## config.mk

```make
export PLATFORM = sky130hd
export DESIGN_NAME = issue_top
export DESIGN_NICKNAME = d
export VERILOG_FILES = /design/src/common/issue_pkg.sv /design/src/hw/issue_top.sv /design/src/hw/cdb_scheduler.sv /design/src/divider/div_ctrl.sv /design/src/divider/div_datapath.sv /design/src/divider/div_step_counter.sv /design/src/hw/mult_pipe.sv /design/src/hw/ls_unit.sv /design/src/hw/int_alu.sv
export SDC_FILE = /design/constraint.sdc
export NUM_CORES = 2
export LEC_CHECK = 0
export BUFFER_PORTS_ARGS = -buffer_cell sky130_fd_sc_hd__buf_2
export CORE_MARGIN = 5
export CORE_UTILIZATION = 45
export DETAILED_ROUTE_END_ITERATION = 8
export GPL_ROUTABILITY_DRIVEN = 1
export PLACE_DENSITY = 0.69
export SLEW_MARGIN = 10
export SYNTH_ARGS = -nofsm -noshare
export SYNTH_HDL_FRONTEND = slang
export SYNTH_SLANG_ARGS = --single-unit
```

## constraint.sdc

```tcl
create_clock -name clk -period 9.5 [get_ports clk]
set_input_delay 0 -clock clk [delete_from_list [all_inputs] [get_ports clk]]
set_output_delay 0 -clock clk [all_outputs]
set_load 0.05 [all_outputs]
```

## src/common/issue_pkg.sv

```systemverilog
`default_nettype none

package issue_pkg;

   localparam int DATA_W = 32;
   localparam int TAG_W  = 6;

   typedef enum logic [2:0] {
      ALU_ADD = 3'd0,
      ALU_SUB = 3'd1,
      ALU_AND = 3'd2,
      ALU_OR  = 3'd3,
      ALU_XOR = 3'd4,
      ALU_SLT = 3'd5,
      ALU_BEQ = 3'd6,
      ALU_BNE = 3'd7
   } alu_op_e;

   // integer issue word
   typedef struct packed {
      alu_op_e             op;
      logic [DATA_W-1:0]   rs;
      logic [DATA_W-1:0]   rt;
      logic [TAG_W-1:0]    rd_tag;
   } int_req_t;

   // load/store issue word, write high for a store
   typedef struct packed {
      logic                write;
      logic [DATA_W-1:0]   addr;
      logic [DATA_W-1:0]   data;
      logic [TAG_W-1:0]    tag;
   } ls_req_t;

   // shared by multiplier and divider
   typedef struct packed {
      logic [DATA_W-1:0]   rs;
      logic [DATA_W-1:0]   rt;
      logic [TAG_W-1:0]    rd_tag;
   } md_req_t;

   typedef struct packed {
      logic                valid;
      logic [TAG_W-1:0]    tag;
      logic [DATA_W-1:0]   data;
      logic                branch;
      logic                taken;
   } unit_res_t;

   // external bus word, same layout as a unit result
   typedef struct packed {
      logic                valid;
      logic [TAG_W-1:0]    tag;
      logic [DATA_W-1:0]   data;
      logic                branch;
      logic                taken;
   } cdb_t;

endpackage

`default_nettype wire
```

## src/hw/issue_top.sv

```systemverilog
`timescale 1ns/1ps
`default_nettype none

module issue_top #(
   parameter int LS_DEPTH = 16
) (
   input  wire                  clk,
   input  wire                  rst_n,

   input  issue_pkg::int_req_t  int_req,
   input  wire                  int_valid,
   output logic                 int_ready,

   input  issue_pkg::ls_req_t   ls_req,
   input  wire                  ls_valid,
   output logic                 ls_ready,

   input  issue_pkg::md_req_t   mul_req,
   input  wire                  mul_valid,

   input  issue_pkg::md_req_t   div_req,
   input  wire                  div_valid,
   output logic                 div_ready,

   output issue_pkg::cdb_t      cdb
);

   issue_pkg::unit_res_t int_res;
   issue_pkg::unit_res_t ls_res;
   issue_pkg::unit_res_t mul_res;
   issue_pkg::unit_res_t div_res;
   logic                 mul_next_valid;
   logic                 div_ack;

   int_alu u_int_alu (
      .clk   (clk),
      .rst_n (rst_n),
      .req   (int_req),
      .fire  (int_valid && int_ready),
      .res   (int_res)
   );

   ls_unit #(
      .LS_DEPTH (LS_DEPTH)
   ) u_ls_unit (
      .clk   (clk),
      .rst_n (rst_n),
      .req   (ls_req),
      .fire  (ls_valid && ls_ready),
      .res   (ls_res)
   );

   mult_pipe u_mult_pipe (
      .clk            (clk),
      .rst_n          (rst_n),
      .req            (mul_req),
      .valid          (mul_valid),
      .res            (mul_res),
      .mul_next_valid (mul_next_valid)
   );

   div_ctrl u_div (
      .clk     (clk),
      .rst_n   (rst_n),
      .req     (div_req),
      .valid   (div_valid),
      .ready   (div_ready),
      .div_ack (div_ack),
      .res     (div_res)
   );

   cdb_scheduler u_sched (
      .clk            (clk),
      .rst_n          (rst_n),
      .int_valid      (int_valid),
      .ls_valid       (ls_valid),
      .int_ready      (int_ready),
      .ls_ready       (ls_ready),
      .mul_next_valid (mul_next_valid),
      .int_res        (int_res),
      .ls_res         (ls_res),
      .mul_res        (mul_res),
      .div_res        (div_res),
      .div_ack        (div_ack),
      .cdb            (cdb)
   );

endmodule

`default_nettype wire

```

## src/hw/cdb_scheduler.sv

```systemverilog
`timescale 1ns/1ps
`default_nettype none

module cdb_scheduler (
   input  wire                  clk,
   input  wire                  rst_n,
   input  wire                  int_valid,
   input  wire                  ls_valid,
   output logic                 int_ready,
   output logic                 ls_ready,
   input  wire                  mul_next_valid,
   input  issue_pkg::unit_res_t int_res,
   input  issue_pkg::unit_res_t ls_res,
   input  issue_pkg::unit_res_t mul_res,
   input  issue_pkg::unit_res_t div_res,
   output logic                 div_ack,
   output issue_pkg::cdb_t      cdb
);

   logic prio_int_q;
   logic slot_free;
   logic contend;

   // next cycle's bus slot is open for a one-cycle unit
   assign slot_free = !mul_next_valid && !div_res.valid;
   assign contend   = slot_free && int_valid && ls_valid;

   assign int_ready = slot_free && (!ls_valid || prio_int_q);
   assign ls_ready  = slot_free && (!int_valid || !prio_int_q);

   // flips only when both sides actually competed
   always_ff @(posedge clk) begin
      if (!rst_n) begin
         prio_int_q <= 1'b1;
      end else if (contend) begin
         prio_int_q <= !prio_int_q;
      end
   end

   assign div_ack = div_res.valid && !mul_res.valid && !int_res.valid && !ls_res.valid;

   always_comb begin
      cdb = '0;
      if (mul_res.valid) begin
         cdb = issue_pkg::cdb_t'(mul_res);
      end else if (int_res.valid) begin
         cdb = issue_pkg::cdb_t'(int_res);
      end else if (ls_res.valid) begin
         cdb = issue_pkg::cdb_t'(ls_res);
      end else if (div_ack) begin
         cdb = issue_pkg::cdb_t'(div_res);
      end
   end

   // issue gating must keep the fixed-slot units apart on the bus
   assert property (@(posedge clk) disable iff (!rst_n)
      $onehot0({int_res.valid, ls_res.valid, mul_res.valid}))
      else $error("two unit results valid in one cycle");

endmodule

`default_nettype wire

```

## src/divider/div_ctrl.sv

```systemverilog
`timescale 1ns/1ps
`default_nettype none

module div_ctrl (
   input  wire                  clk,
   input  wire                  rst_n,
   input  issue_pkg::md_req_t   req,
   input  wire                  valid,
   output logic                 ready,
   input  wire                  div_ack,
   output issue_pkg::unit_res_t res
);

   typedef enum logic [1:0] {
      S_IDLE = 2'd0,
      S_RUN  = 2'd1,
      S_HOLD = 2'd2
   } div_state_e;

   div_state_e                   state_q;
   logic                         start;
   logic                         step;
   logic                         last;
   logic [issue_pkg::DATA_W-1:0] quotient;
   logic [issue_pkg::TAG_W-1:0]  tag;

   assign ready = (state_q == S_IDLE);
   assign start = ready && valid;
   assign step  = (state_q == S_RUN);

   always_ff @(posedge clk) begin
      if (!rst_n) begin
         state_q <= S_IDLE;
      end else begin
         case (state_q)
            S_IDLE: if (start) state_q <= S_RUN;
            S_RUN:  if (last) state_q <= S_HOLD;
            S_HOLD: if (div_ack) state_q <= S_IDLE;
            default: state_q <= S_IDLE;
         endcase
      end
   end

   div_step_counter u_counter (
      .clk   (clk),
      .rst_n (rst_n),
      .start (start),
      .step  (step),
      .last  (last)
   );

   div_datapath u_datapath (
      .clk      (clk),
      .rst_n    (rst_n),
      .req      (req),
      .load     (start),
      .step     (step),
      .quotient (quotient),
      .tag      (tag)
   );

   assign res = '{valid: (state_q == S_HOLD), tag: tag, data: quotient,
                  branch: 1'b0, taken: 1'b0};

   // held result must not move while waiting for the bus
   assert property (@(posedge clk) disable iff (!rst_n)
      res.valid && !div_ack |=> res.valid && $stable(res.data) && $stable(res.tag))
      else $error("divider result changed before div_ack");

endmodule

`default_nettype wire

```

## src/divider/div_datapath.sv

```systemverilog
`timescale 1ns/1ps
`default_nettype none

module div_datapath (
   input  wire                                clk,
   input  wire                                rst_n,
   input  issue_pkg::md_req_t                 req,
   input  wire                                load,
   input  wire                                step,
   output logic [issue_pkg::DATA_W-1:0]       quotient,
   output logic [issue_pkg::TAG_W-1:0]        tag
);

   logic [issue_pkg::DATA_W-1:0] rem_q;
   logic [issue_pkg::DATA_W-1:0] dq_q;
   logic [issue_pkg::DATA_W-1:0] dvs_q;
   logic [issue_pkg::TAG_W-1:0]  tag_q;

   logic [issue_pkg::DATA_W:0]   shifted;
   logic [issue_pkg::DATA_W:0]   diff;
   logic                         fits;

   // partial remainder with next dividend bit shifted in
   assign shifted = {rem_q, dq_q[issue_pkg::DATA_W-1]};
   assign diff    = shifted - {1'b0, dvs_q};
   // zero divisor always fits, so the quotient fills with ones
   assign fits    = (shifted >= {1'b0, dvs_q});

   always_ff @(posedge clk) begin
      if (!rst_n) begin
         rem_q <= '0;
      end else if (load) begin
         rem_q <= '0;
      end else if (step) begin
         rem_q <= fits ? diff[issue_pkg::DATA_W-1:0] : shifted[issue_pkg::DATA_W-1:0];
      end
   end

   // dividend shifts out as quotient bits shift in
   always_ff @(posedge clk) begin
      if (load) begin
         dq_q  <= req.rs;
         dvs_q <= req.rt;
         tag_q <= req.rd_tag;
      end else if (step) begin
         dq_q  <= {dq_q[issue_pkg::DATA_W-2:0], fits};
      end
   end

   assign quotient = dq_q;
   assign tag      = tag_q;

endmodule

`default_nettype wire

```

## src/divider/div_step_counter.sv

```systemverilog
`timescale 1ns/1ps
`default_nettype none

module div_step_counter (
   input  wire  clk,
   input  wire  rst_n,
   input  wire  start,
   input  wire  step,
   output logic last
);

   logic [4:0] count_q;

   always_ff @(posedge clk) begin
      if (!rst_n) begin
         count_q <= '0;
      end else if (start) begin
         count_q <= 5'd31;
      end else if (step) begin
         count_q <= count_q - 5'd1;
      end
   end

   // 32nd step
   assign last = step && (count_q == 5'd0);

endmodule

`default_nettype wire

```

## src/hw/mult_pipe.sv

```systemverilog
`timescale 1ns/1ps
`default_nettype none

module mult_pipe (
   input  wire                  clk,
   input  wire                  rst_n,
   input  issue_pkg::md_req_t   req,
   input  wire                  valid,
   output issue_pkg::unit_res_t res,
   output logic                 mul_next_valid
);

   logic [2:0]                   v_q;
   logic [issue_pkg::TAG_W-1:0]  tag1_q, tag2_q, tag3_q;

   // stage 1: 16x16 partial products, only low halves of the cross terms matter
   logic [31:0] ll1_q;
   logic [15:0] hl1_q, lh1_q;
   // stage 2: cross sum
   logic [31:0] ll2_q;
   logic [15:0] cross2_q;
   // stage 3: low product word
   logic [31:0] prod3_q;

   always_ff @(posedge clk) begin
      if (!rst_n) begin
         v_q <= '0;
      end else begin
         v_q <= {v_q[1:0], valid};
      end
   end

   always_ff @(posedge clk) begin
      ll1_q    <= req.rs[15:0] * req.rt[15:0];
      hl1_q    <= 16'(req.rs[31:16] * req.rt[15:0]);
      lh1_q    <= 16'(req.rs[15:0] * req.rt[31:16]);
      tag1_q   <= req.rd_tag;

      ll2_q    <= ll1_q;
      cross2_q <= hl1_q + lh1_q;
      tag2_q   <= tag1_q;

      prod3_q  <= ll2_q + {cross2_q, 16'd0};
      tag3_q   <= tag2_q;
   end

   assign mul_next_valid = v_q[1];
   assign res = '{valid: v_q[2], tag: tag3_q, data: prod3_q, branch: 1'b0, taken: 1'b0};

   // each accepted multiply leaves the last stage with its tag and low product
   assert property (@(posedge clk) disable iff (!rst_n)
      $past(valid, 3) |-> res.valid && res.tag == $past(req.rd_tag, 3)
                          && res.data == $past(req.rs * req.rt, 3))
      else $error("mult_pipe lost a multiply or its result");

endmodule

`default_nettype wire

```

## src/hw/ls_unit.sv

```systemverilog
`timescale 1ns/1ps
`default_nettype none

module ls_unit #(
   parameter int LS_DEPTH = 16
) (
   input  wire                  clk,
   input  wire                  rst_n,
   input  issue_pkg::ls_req_t   req,
   input  wire                  fire,
   output issue_pkg::unit_res_t res
);

   localparam int AW = $clog2(LS_DEPTH);

   logic [issue_pkg::DATA_W-1:0] mem [LS_DEPTH];
   logic [AW-1:0]                idx;

   logic                         valid_q;
   logic [issue_pkg::TAG_W-1:0]  tag_q;
   logic [issue_pkg::DATA_W-1:0] rdata_q;

   // word address
   assign idx = req.addr[AW+1:2];

   always_ff @(posedge clk) begin
      if (!rst_n) begin
         valid_q <= 1'b0;
      end else begin
         valid_q <= fire;
      end
   end

   always_ff @(posedge clk) begin
      if (fire) begin
         tag_q <= req.tag;
         if (req.write) begin
            mem[idx] <= req.data;
            rdata_q  <= '0;
         end else begin
            rdata_q  <= mem[idx];
         end
      end
   end

   assign res = '{valid: valid_q, tag: tag_q, data: rdata_q, branch: 1'b0, taken: 1'b0};

endmodule

`default_nettype wire

```

## src/hw/int_alu.sv

```systemverilog
`timescale 1ns/1ps
`default_nettype none

module int_alu (
   input  wire                  clk,
   input  wire                  rst_n,
   input  issue_pkg::int_req_t  req,
   input  wire                  fire,
   output issue_pkg::unit_res_t res
);

   logic [issue_pkg::DATA_W-1:0] alu_data;
   logic                         alu_branch;
   logic                         alu_taken;

   logic                         valid_q;
   logic [issue_pkg::TAG_W-1:0]  tag_q;
   logic [issue_pkg::DATA_W-1:0] data_q;
   logic                         branch_q;
   logic                         taken_q;

   always_comb begin
      alu_data   = '0;
      alu_branch = 1'b0;
      alu_taken  = 1'b0;
      case (req.op)
         issue_pkg::ALU_ADD: alu_data = req.rs + req.rt;
         issue_pkg::ALU_SUB: alu_data = req.rs - req.rt;
         issue_pkg::ALU_AND: alu_data = req.rs & req.rt;
         issue_pkg::ALU_OR:  alu_data = req.rs | req.rt;
         issue_pkg::ALU_XOR: alu_data = req.rs ^ req.rt;
         issue_pkg::ALU_SLT: alu_data = {31'd0, $signed(req.rs) < $signed(req.rt)};
         issue_pkg::ALU_BEQ: begin
            alu_branch = 1'b1;
            alu_taken  = (req.rs == req.rt);
         end
         issue_pkg::ALU_BNE: begin
            alu_branch = 1'b1;
            alu_taken  = (req.rs != req.rt);
         end
         default: alu_data = '0;
      endcase
   end

   always_ff @(posedge clk) begin
      if (!rst_n) begin
         valid_q <= 1'b0;
      end else begin
         valid_q <= fire;
      end
   end

   always_ff @(posedge clk) begin
      if (fire) begin
         tag_q    <= req.rd_tag;
         data_q   <= alu_data;
         branch_q <= alu_branch;
         taken_q  <= alu_taken;
      end
   end

   assign res = '{valid: valid_q, tag: tag_q, data: data_q, branch: branch_q, taken: taken_q};

endmodule

`default_nettype wire

```

Yosys cells after proc, flatten, opt, wreduce, memory -nomap -nowiden

Memory sizes are Yosys's and may differ from the RTL's. A register that Yosys moved wholly into a read port is not among the register bits.
Cells that the tools add are included.

Register bits after elaboration: 323
Bits in writable memories: 512
Input bits: 290
Output and inout port bits: 44
Word-level logic and storage cells: 102
Memories kept: 1

$add $sub $neg: 6
Multiply operators: 3
Magnitude comparators: 2
Eq/ne operators: 14
Muxes and demuxes: 19
Bitwise gates (word level): 4
Reductions and logical operators: 29

Memory list:

| name          | words | bits a word | read ports | clocked after Yosys merged registers in | write ports | line          | text |
|---|---|---|---|---|---|---|---|
| u_ls_unit.mem | 16    | 32          | 1          | 1                                       | 1           | ls_unit.sv:16 | `logic [issue_pkg::DATA_W-1:0] mem [LS_DEPTH];` |

Operators by type and width:

| cell                                                                  | number |
|---|---|
| 32-bit case mux with 6 select lines                                   | 1 |
| 41-bit 2-to-1 mux                                                     | 4 |
| 32-bit 2-to-1 mux                                                     | 3 |
| 32-bit adder                                                          | 2 |
| 32-bit subtractor                                                     | 2 |
| 33-bit by 32-bit greater-or-equal comparator with 1-bit output        | 1 |
| 32-bit bitwise AND                                                    | 1 |
| 32-bit equality test                                                  | 1 |
| 32-bit < comparator                                                   | 1 |
| 16-bit by 16-bit multiplier with 16-bit output                        | 2 |
| 16-bit by 16-bit multiplier with 32-bit output                        | 1 |
| 32-bit inequality test                                                | 1 |
| 32-bit bitwise OR                                                     | 1 |
| 32-bit bitwise XOR                                                    | 1 |
| 16-bit adder                                                          | 1 |
| 3-bit equality test, second input constant                            | 4 |
| 1-bit logical AND                                                     | 12 |
| 5-bit 2-to-1 mux                                                      | 2 |
| 1-bit logical NOT                                                     | 8 |
| 3-bit by 2-bit equality test with 1-bit output, second input constant | 2 |
| 2-bit 2-to-1 mux                                                      | 3 |
| 2-bit case mux with 3 select lines                                    | 1 |
| 5-bit logical NOT                                                     | 1 |
| 5-bit by 1-bit subtractor with 5-bit output, second input constant    | 1 |
| 14 further kinds                                                      | 20 |

Depth between registers and ports, before layout

Depth after elaboration: 8
Mapped depth: 25
Mapped depth without buffers: 23

By module

Synthesis repeated with hierarchy kept, for this count alone.

Cell total of the unflattened synthesis: 4,842
Area total of the unflattened synthesis: 55,547.0 um2

Modules (own cells, without submodules):

| module           | instances | cells each | area an instance (um2) |
|---|---|---|---|
| mult_pipe        | 1         | 2,286      | 20,895.0 |
| ls_unit          | 1         | 963        | 20,796.2 |
| int_alu          | 1         | 817        | 6,387.4 |
| div_datapath     | 1         | 582        | 5,834.3 |
| cdb_scheduler    | 1         | 156        | 1,270.0 |
| div_step_counter | 1         | 22         | 236.5 |
| div_ctrl         | 1         | 14         | 115.1 |
| issue_top        | 1         | 2          | 12.5 |

Least setup slack after synthesis

No wires, ideal clock.

Path type: flip-flop to flip-flop
Start: register u_div.state_q[1]
End: memory u_ls_unit.mem[0][0] (netlist bit) (enable)
Data arrival time: 5.785 ns
Data required time: 9.039 ns
Path slack: 3.254 ns
Stages on the path, launching flop included: 8
Buffers on the path: 1
Clock period less this slack: 6.246 ns
Path through: dfxtp_1 -> nor2b_1 -> clkbuf_1 -> a211oi_1 -> and2_1 -> nand2_1 -> or3_1 -> nor3_1

Longest elaborated chain between the ends: 7

Ends and longest elaborated chain:

| what                                   | line                | text |
|---|---|---|
| start, declared                        | div_ctrl.sv:20      | `div_state_e state_q;` |
| start signal, assigned                 | div_ctrl.sv:33      | `state_q <= S_IDLE;` |
| start signal, assigned                 | div_ctrl.sv:36      | `S_IDLE: if (start) state_q <= S_RUN;` |
| start signal, assigned                 | div_ctrl.sv:37      | `S_RUN: if (last) state_q <= S_HOLD;` |
| 2-bit equality test                    | div_ctrl.sv:62      | `assign res = '{valid: (state_q == S_HOLD), tag: tag, data: quotient,` |
| 1-bit logical NOT                      | cdb_scheduler.sv:25 | `assign slot_free = !mul_next_valid && !div_res.valid;` |
| 1-bit logical AND                      | cdb_scheduler.sv:25 |  |
| 1-bit logical AND                      | cdb_scheduler.sv:29 | `assign ls_ready = slot_free && (!int_valid \|\| !prio_int_q);` |
| net ls_ready                           | issue_top.sv:16     | `output logic ls_ready,` |
| 1-bit logical AND                      | issue_top.sv:49     | `.fire (ls_valid && ls_ready),` |
| net u_ls_unit.fire                     | ls_unit.sv:10       | `input wire fire,` |
| 1-bit 2-to-1 mux                       | ls_unit.sv:35       | `if (fire) begin` |
| 1-bit 2-to-1 mux (not written as such) | ls_unit.sv:38       | `mem[idx] <= req.data;` |
| end, declared                          | ls_unit.sv:16       |  |

The timed path passes the listed nets, and every way through them passes these cells.

Final worst setup path

Start: input port mul_req[38] (netlist bit)
End: register u_mult_pipe.ll1_q[30]

Longest elaborated chain between the ends: 1

Ends and longest elaborated chain:

| what                                           | line            | text |
|---|---|---|
| start, declared                                | issue_top.sv:18 | `input issue_pkg::md_req_t mul_req,` |
| 16-bit by 16-bit multiplier with 32-bit output | mult_pipe.sv:34 | `ll1_q <= req.rs[15:0] * req.rt[15:0];` |
| end signal, assigned                           | mult_pipe.sv:34 |  |
| end, declared                                  | mult_pipe.sv:17 | `logic [31:0] ll1_q;` |

No other way between the ends.
A chain may end at the register's enable or synchronous reset.

==> run_results.csv <==
group,metric,value,unit
synth,postSynthCellCount,4801,
sta,setup_ws,3355,ps
floorplanning,num_rows,128,
floorplanning,die_x,359.0,um
floorplanning,ios,334,
clock_tree,clockBufferDepth,3,
floorplanning,die_h,359.0,um
placed_design,portBuffers,305,
synth,synth-edff-count,660,
route,drtIter0Drc,3360,
global_route,antenna_found_initial,15,
route,num_vias,38030,
worst_setup_path,critPathMostFrequentCell,"fa_1",
worst_setup_path,required,10080,ps
placed_design,place_congestion,0.9136,
route,detail-route-antenna-nets,0,
run_status,outcome,"finished clean",
worst_setup_path,worstPathArrival,6720,ps
global_route,grt_pass1_wl,227800,um
placed_design,dp_worst_setup_slack,3013,ps
synth,ys_seq_area_frac,0.4372,
worst_setup_path,cp_top_family,"adder cells",
final_layout,final_common_cell,"edfxtp_1",
sta,max-slew-margin-rel,0.3004,
sta,rsz0062_at_grt,"no",
clock_tree,clockRootBuffer,"clkbuf_16",
pwr,max-vdd-ir-drop,0.4217,mV
worst_setup_path,rr_worst_depth,7,
global_route,busiest_layer,"met2",
worst_setup_path,startpoint,"mul_req[38]",
sta,skew,51.93,ps
global_route,globalRouteMet3Util,0.03562,
final_layout,final_nets,6163,
final_layout,multi_input_area,27690,um2
sta,fmax,162.7,MHz
worst_setup_path,cp_cell_sequence,"dlygate4sd3_1 -> buf_2 -> buf_4 -> nand2_1 -> fa_1 -> fa_1 -> inv_1 -> fa_1 -> fa_1 -> fa_1 -> inv_1 -> fa_1 -> inv_1 -> ha_1 -> a211oi_1 -> nand2_1 -> nor3_1 -> a21oi_1 -> o21ai_1 -> o21ai_0 -> o41ai_1 -> o21ai_0 -> a21oi_1 -> xnor2_1",
sta,hold_viol_final,0,
final_layout,fill_cells,10480,
global_route,first_global_vias,38310,
worst_setup_path,path_buf_inv,6,
sta,drv_slew,0,
clock_tree,worst_setup_hold_path_clk_slew,60,ps
synth,synth_ff_type,"edfxtp_1",
synth,netlist_area,54810,um2
placed_design,dpl.hpwl,102000,um
global_route,overflow,0,
worst_setup_path,critPathMaxStageDelay,670,ps
worst_setup_path,criticalPathCategory,"in2reg",
clock_tree,cts.sinks,867,
final_layout,drive_above_1_share,0.1322,
worst_setup_path,r2r_slack,5580,ps
clock_tree,insertion_delay,660,ps
worst_setup_path,r2r_end,"u_ls_unit.mem[3][14]",
route,drc,0,
clock_tree,cts_resized,0,
synth,synth_fp_nets,5812,
sta,timing.final.crit_share,0.6468,
placed_design,place_area,57980,um2
worst_setup_path,path_max_fanout,32,
floorplanning,coreArea,121400,um2
synth,synth_warnings,0,
floorplanning,dieArea,128900,um2
final_layout,regArea,23960,um2
final_layout,syn2layout_area_growth,13.47,%
sta,tightest_slew,1044,ps
synth,ys_types,82,
pwr,power_density,257.6,nW/um2
global_route,grt_max_degree,79,
route,vias_per_cell,5.551,
worst_setup_path,worstSetupEndpoint,"u_mult_pipe.ll1_q[30]",
final_layout,final_area,62190,um2
final_layout,mostFrequentLayoutCells,"660 x edfxtp_1, 645 x inv_1, 559 x nand2_1, 362 x ha_1, 359 x fa_1",
sta,setup_viol,0,
worst_setup_path,startpoint_type,"input port",
route,drt_pass1_iterations,6,
synth,ys_ff_latch,867,
synth,avgSynthCellArea,11.42,um2
synth,async_flop_share,0,
route,wire_per_inst,21.58,um
sta,layout_min_cycle_time,6145,ps
worst_setup_path,crit_cells,24,
worst_setup_path,r2r_start,"u_div.state_q[1]",
sta,setup_tns,0,ps
pwr,leakagePower,0.02598,uW
clock_tree,cts_tree,"built",
floorplanning,initial_core_util,0.4515,
global_route,use_met1,0.3097,
worst_setup_path,critPathCaptureType,"register",
global_route,gr-usage-met2,0.3750,
worst_hold_path,hold_path_class,"in2reg",
worst_setup_path,critPathSlowestCell,"o41ai_1",
clock_tree,htree_levels,3,
global_route,grt_usage,0.2256,
route,wl,147900,um
run,maxCapViolCount,0,
clock_tree,cts_buffers,84,
worst register-to-register path, stage by stage (launching register included):
cell      delay, ps
dfxtp_1         350
nor2b_4         150
a211oi_1        380
and2_2          280
buf_4           500
nand4_1         520
nor3_2          790
buf_4           560
flip-flops by register name, indices dropped and copies added, names as in the netlist, 32 cells and up:
register,flops
u_mult_pipe.prod3_q,32
u_div.u_datapath.quotient,32
u_int_alu.data_q,32
u_mult_pipe.ll1_q,32
u_div.u_datapath.rem_q,32
u_mult_pipe.ll2_q,32
u_ls_unit.mem,512
u_div.u_datapath.dvs_q,32
u_ls_unit.rdata_q,32
synth_stat cells, drive strengths merged, types with 35 or more instances:
cell	count	area share
buf	35	0.0029
a21o	48	0.0066
inv	646	0.044
nor2b	58	0.0066
xnor2	137	0.022
o21ai	119	0.011
edfxtp	660	0.36
and2	244	0.028
o22ai	55	0.0063
a21oi	255	0.023
nand2	559	0.038
mux4	160	0.066
nor2	229	0.016
nor3	60	0.0056
clkbuf	188	0.013
dfxtp	207	0.076
ha	362	0.083
fa	359	0.13
cells by family (layout without fill, tap and decap cells):
kind of cell             Yosys count  after routing  share of synthesized area
AND/OR/NAND/NOR                 1275           1275                     0.1085
buffers and inverters            869           1288                    0.06004
flip-flops                       867            867                     0.4372
AO/OA/AOI/OAI                    723            723                    0.08467
adder cells (fa/ha/maj)          721            721                     0.2138
multiplexers                     177            177                    0.06885
XOR/XNOR                         169            169                    0.02701
other                              0              5                          0
how the worst min path moves through the flow:
stage,from,to,slack (ps),depth (start not counted)
floorplan,mul_req[0],u_mult_pipe.tag1_q[0],30,0
global placement,mul_req[3],u_mult_pipe.tag1_q[3],110,1
detailed placement,mul_req[4],u_mult_pipe.tag1_q[4],110,1
CTS,mul_req[2],u_mult_pipe.tag1_q[2],2,2
global route,mul_req[0],u_mult_pipe.tag1_q[0],20,2
finish,mul_req[6],u_mult_pipe.ll1_q[0],40,2
per-layer routing:
| layer | share of wire | wire [um] | up-vias |
|---|---|---|---|
| li1 | - | - | 17110 |
| met1 | 0.42 | 61450 | 19090 |
| met2 | 0.48 | 71020 | 1544 |
| met3 | 0.075 | 11040 | 274 |
| met4 | 0.029 | 4303 | 8 |
| met5 | 0.00024 | 35 | - |
layout make-up:
| type | count | share of cell area |
|---|---|---|
| sequential | 867 | 0.3853 |
| timing repair buffer | 488 | 0.05241 |
| clock buffer | 110 | 0.03704 |
| multi-input combinational | 3065 | 0.4453 |
| clock inverter | 44 | 0.008087 |
| antenna | 5 | 0.0002012 |
| tap | 1625 | 0.03269 |
| inverter | 646 | 0.03899 |
power breakdown:
| part | internal, uW | switching, uW | total, uW | leakage, uW |
|---|---|---|---|---|
| clock | 1920 | 1440 | 3360 | 0.00138 |
| sequential | 4600 | 184 | 4790 | 0.00778 |
| combinational | 3270 | 4600 | 7870 | 0.0168 |
through the flow:
stage               hold slack (ps)  power (uW)    util  instances
global placement              106.0       12640  0.4776       6552
detailed placement            109.2       12730  0.4776       6552
finish                        40.66       16020  0.5123       6850
CTS                           1.784       16190  0.5122       6845
global route                  15.77       17280  0.5123       6847
floorplan                     27.72       10530       -       4801
repair_timing:
action                                 CTS  global route
buffers inserted                         0             0
endpoints found under the hold margin  654             0
hold buffers                           139             0
(Power assumes the default switching activity.)
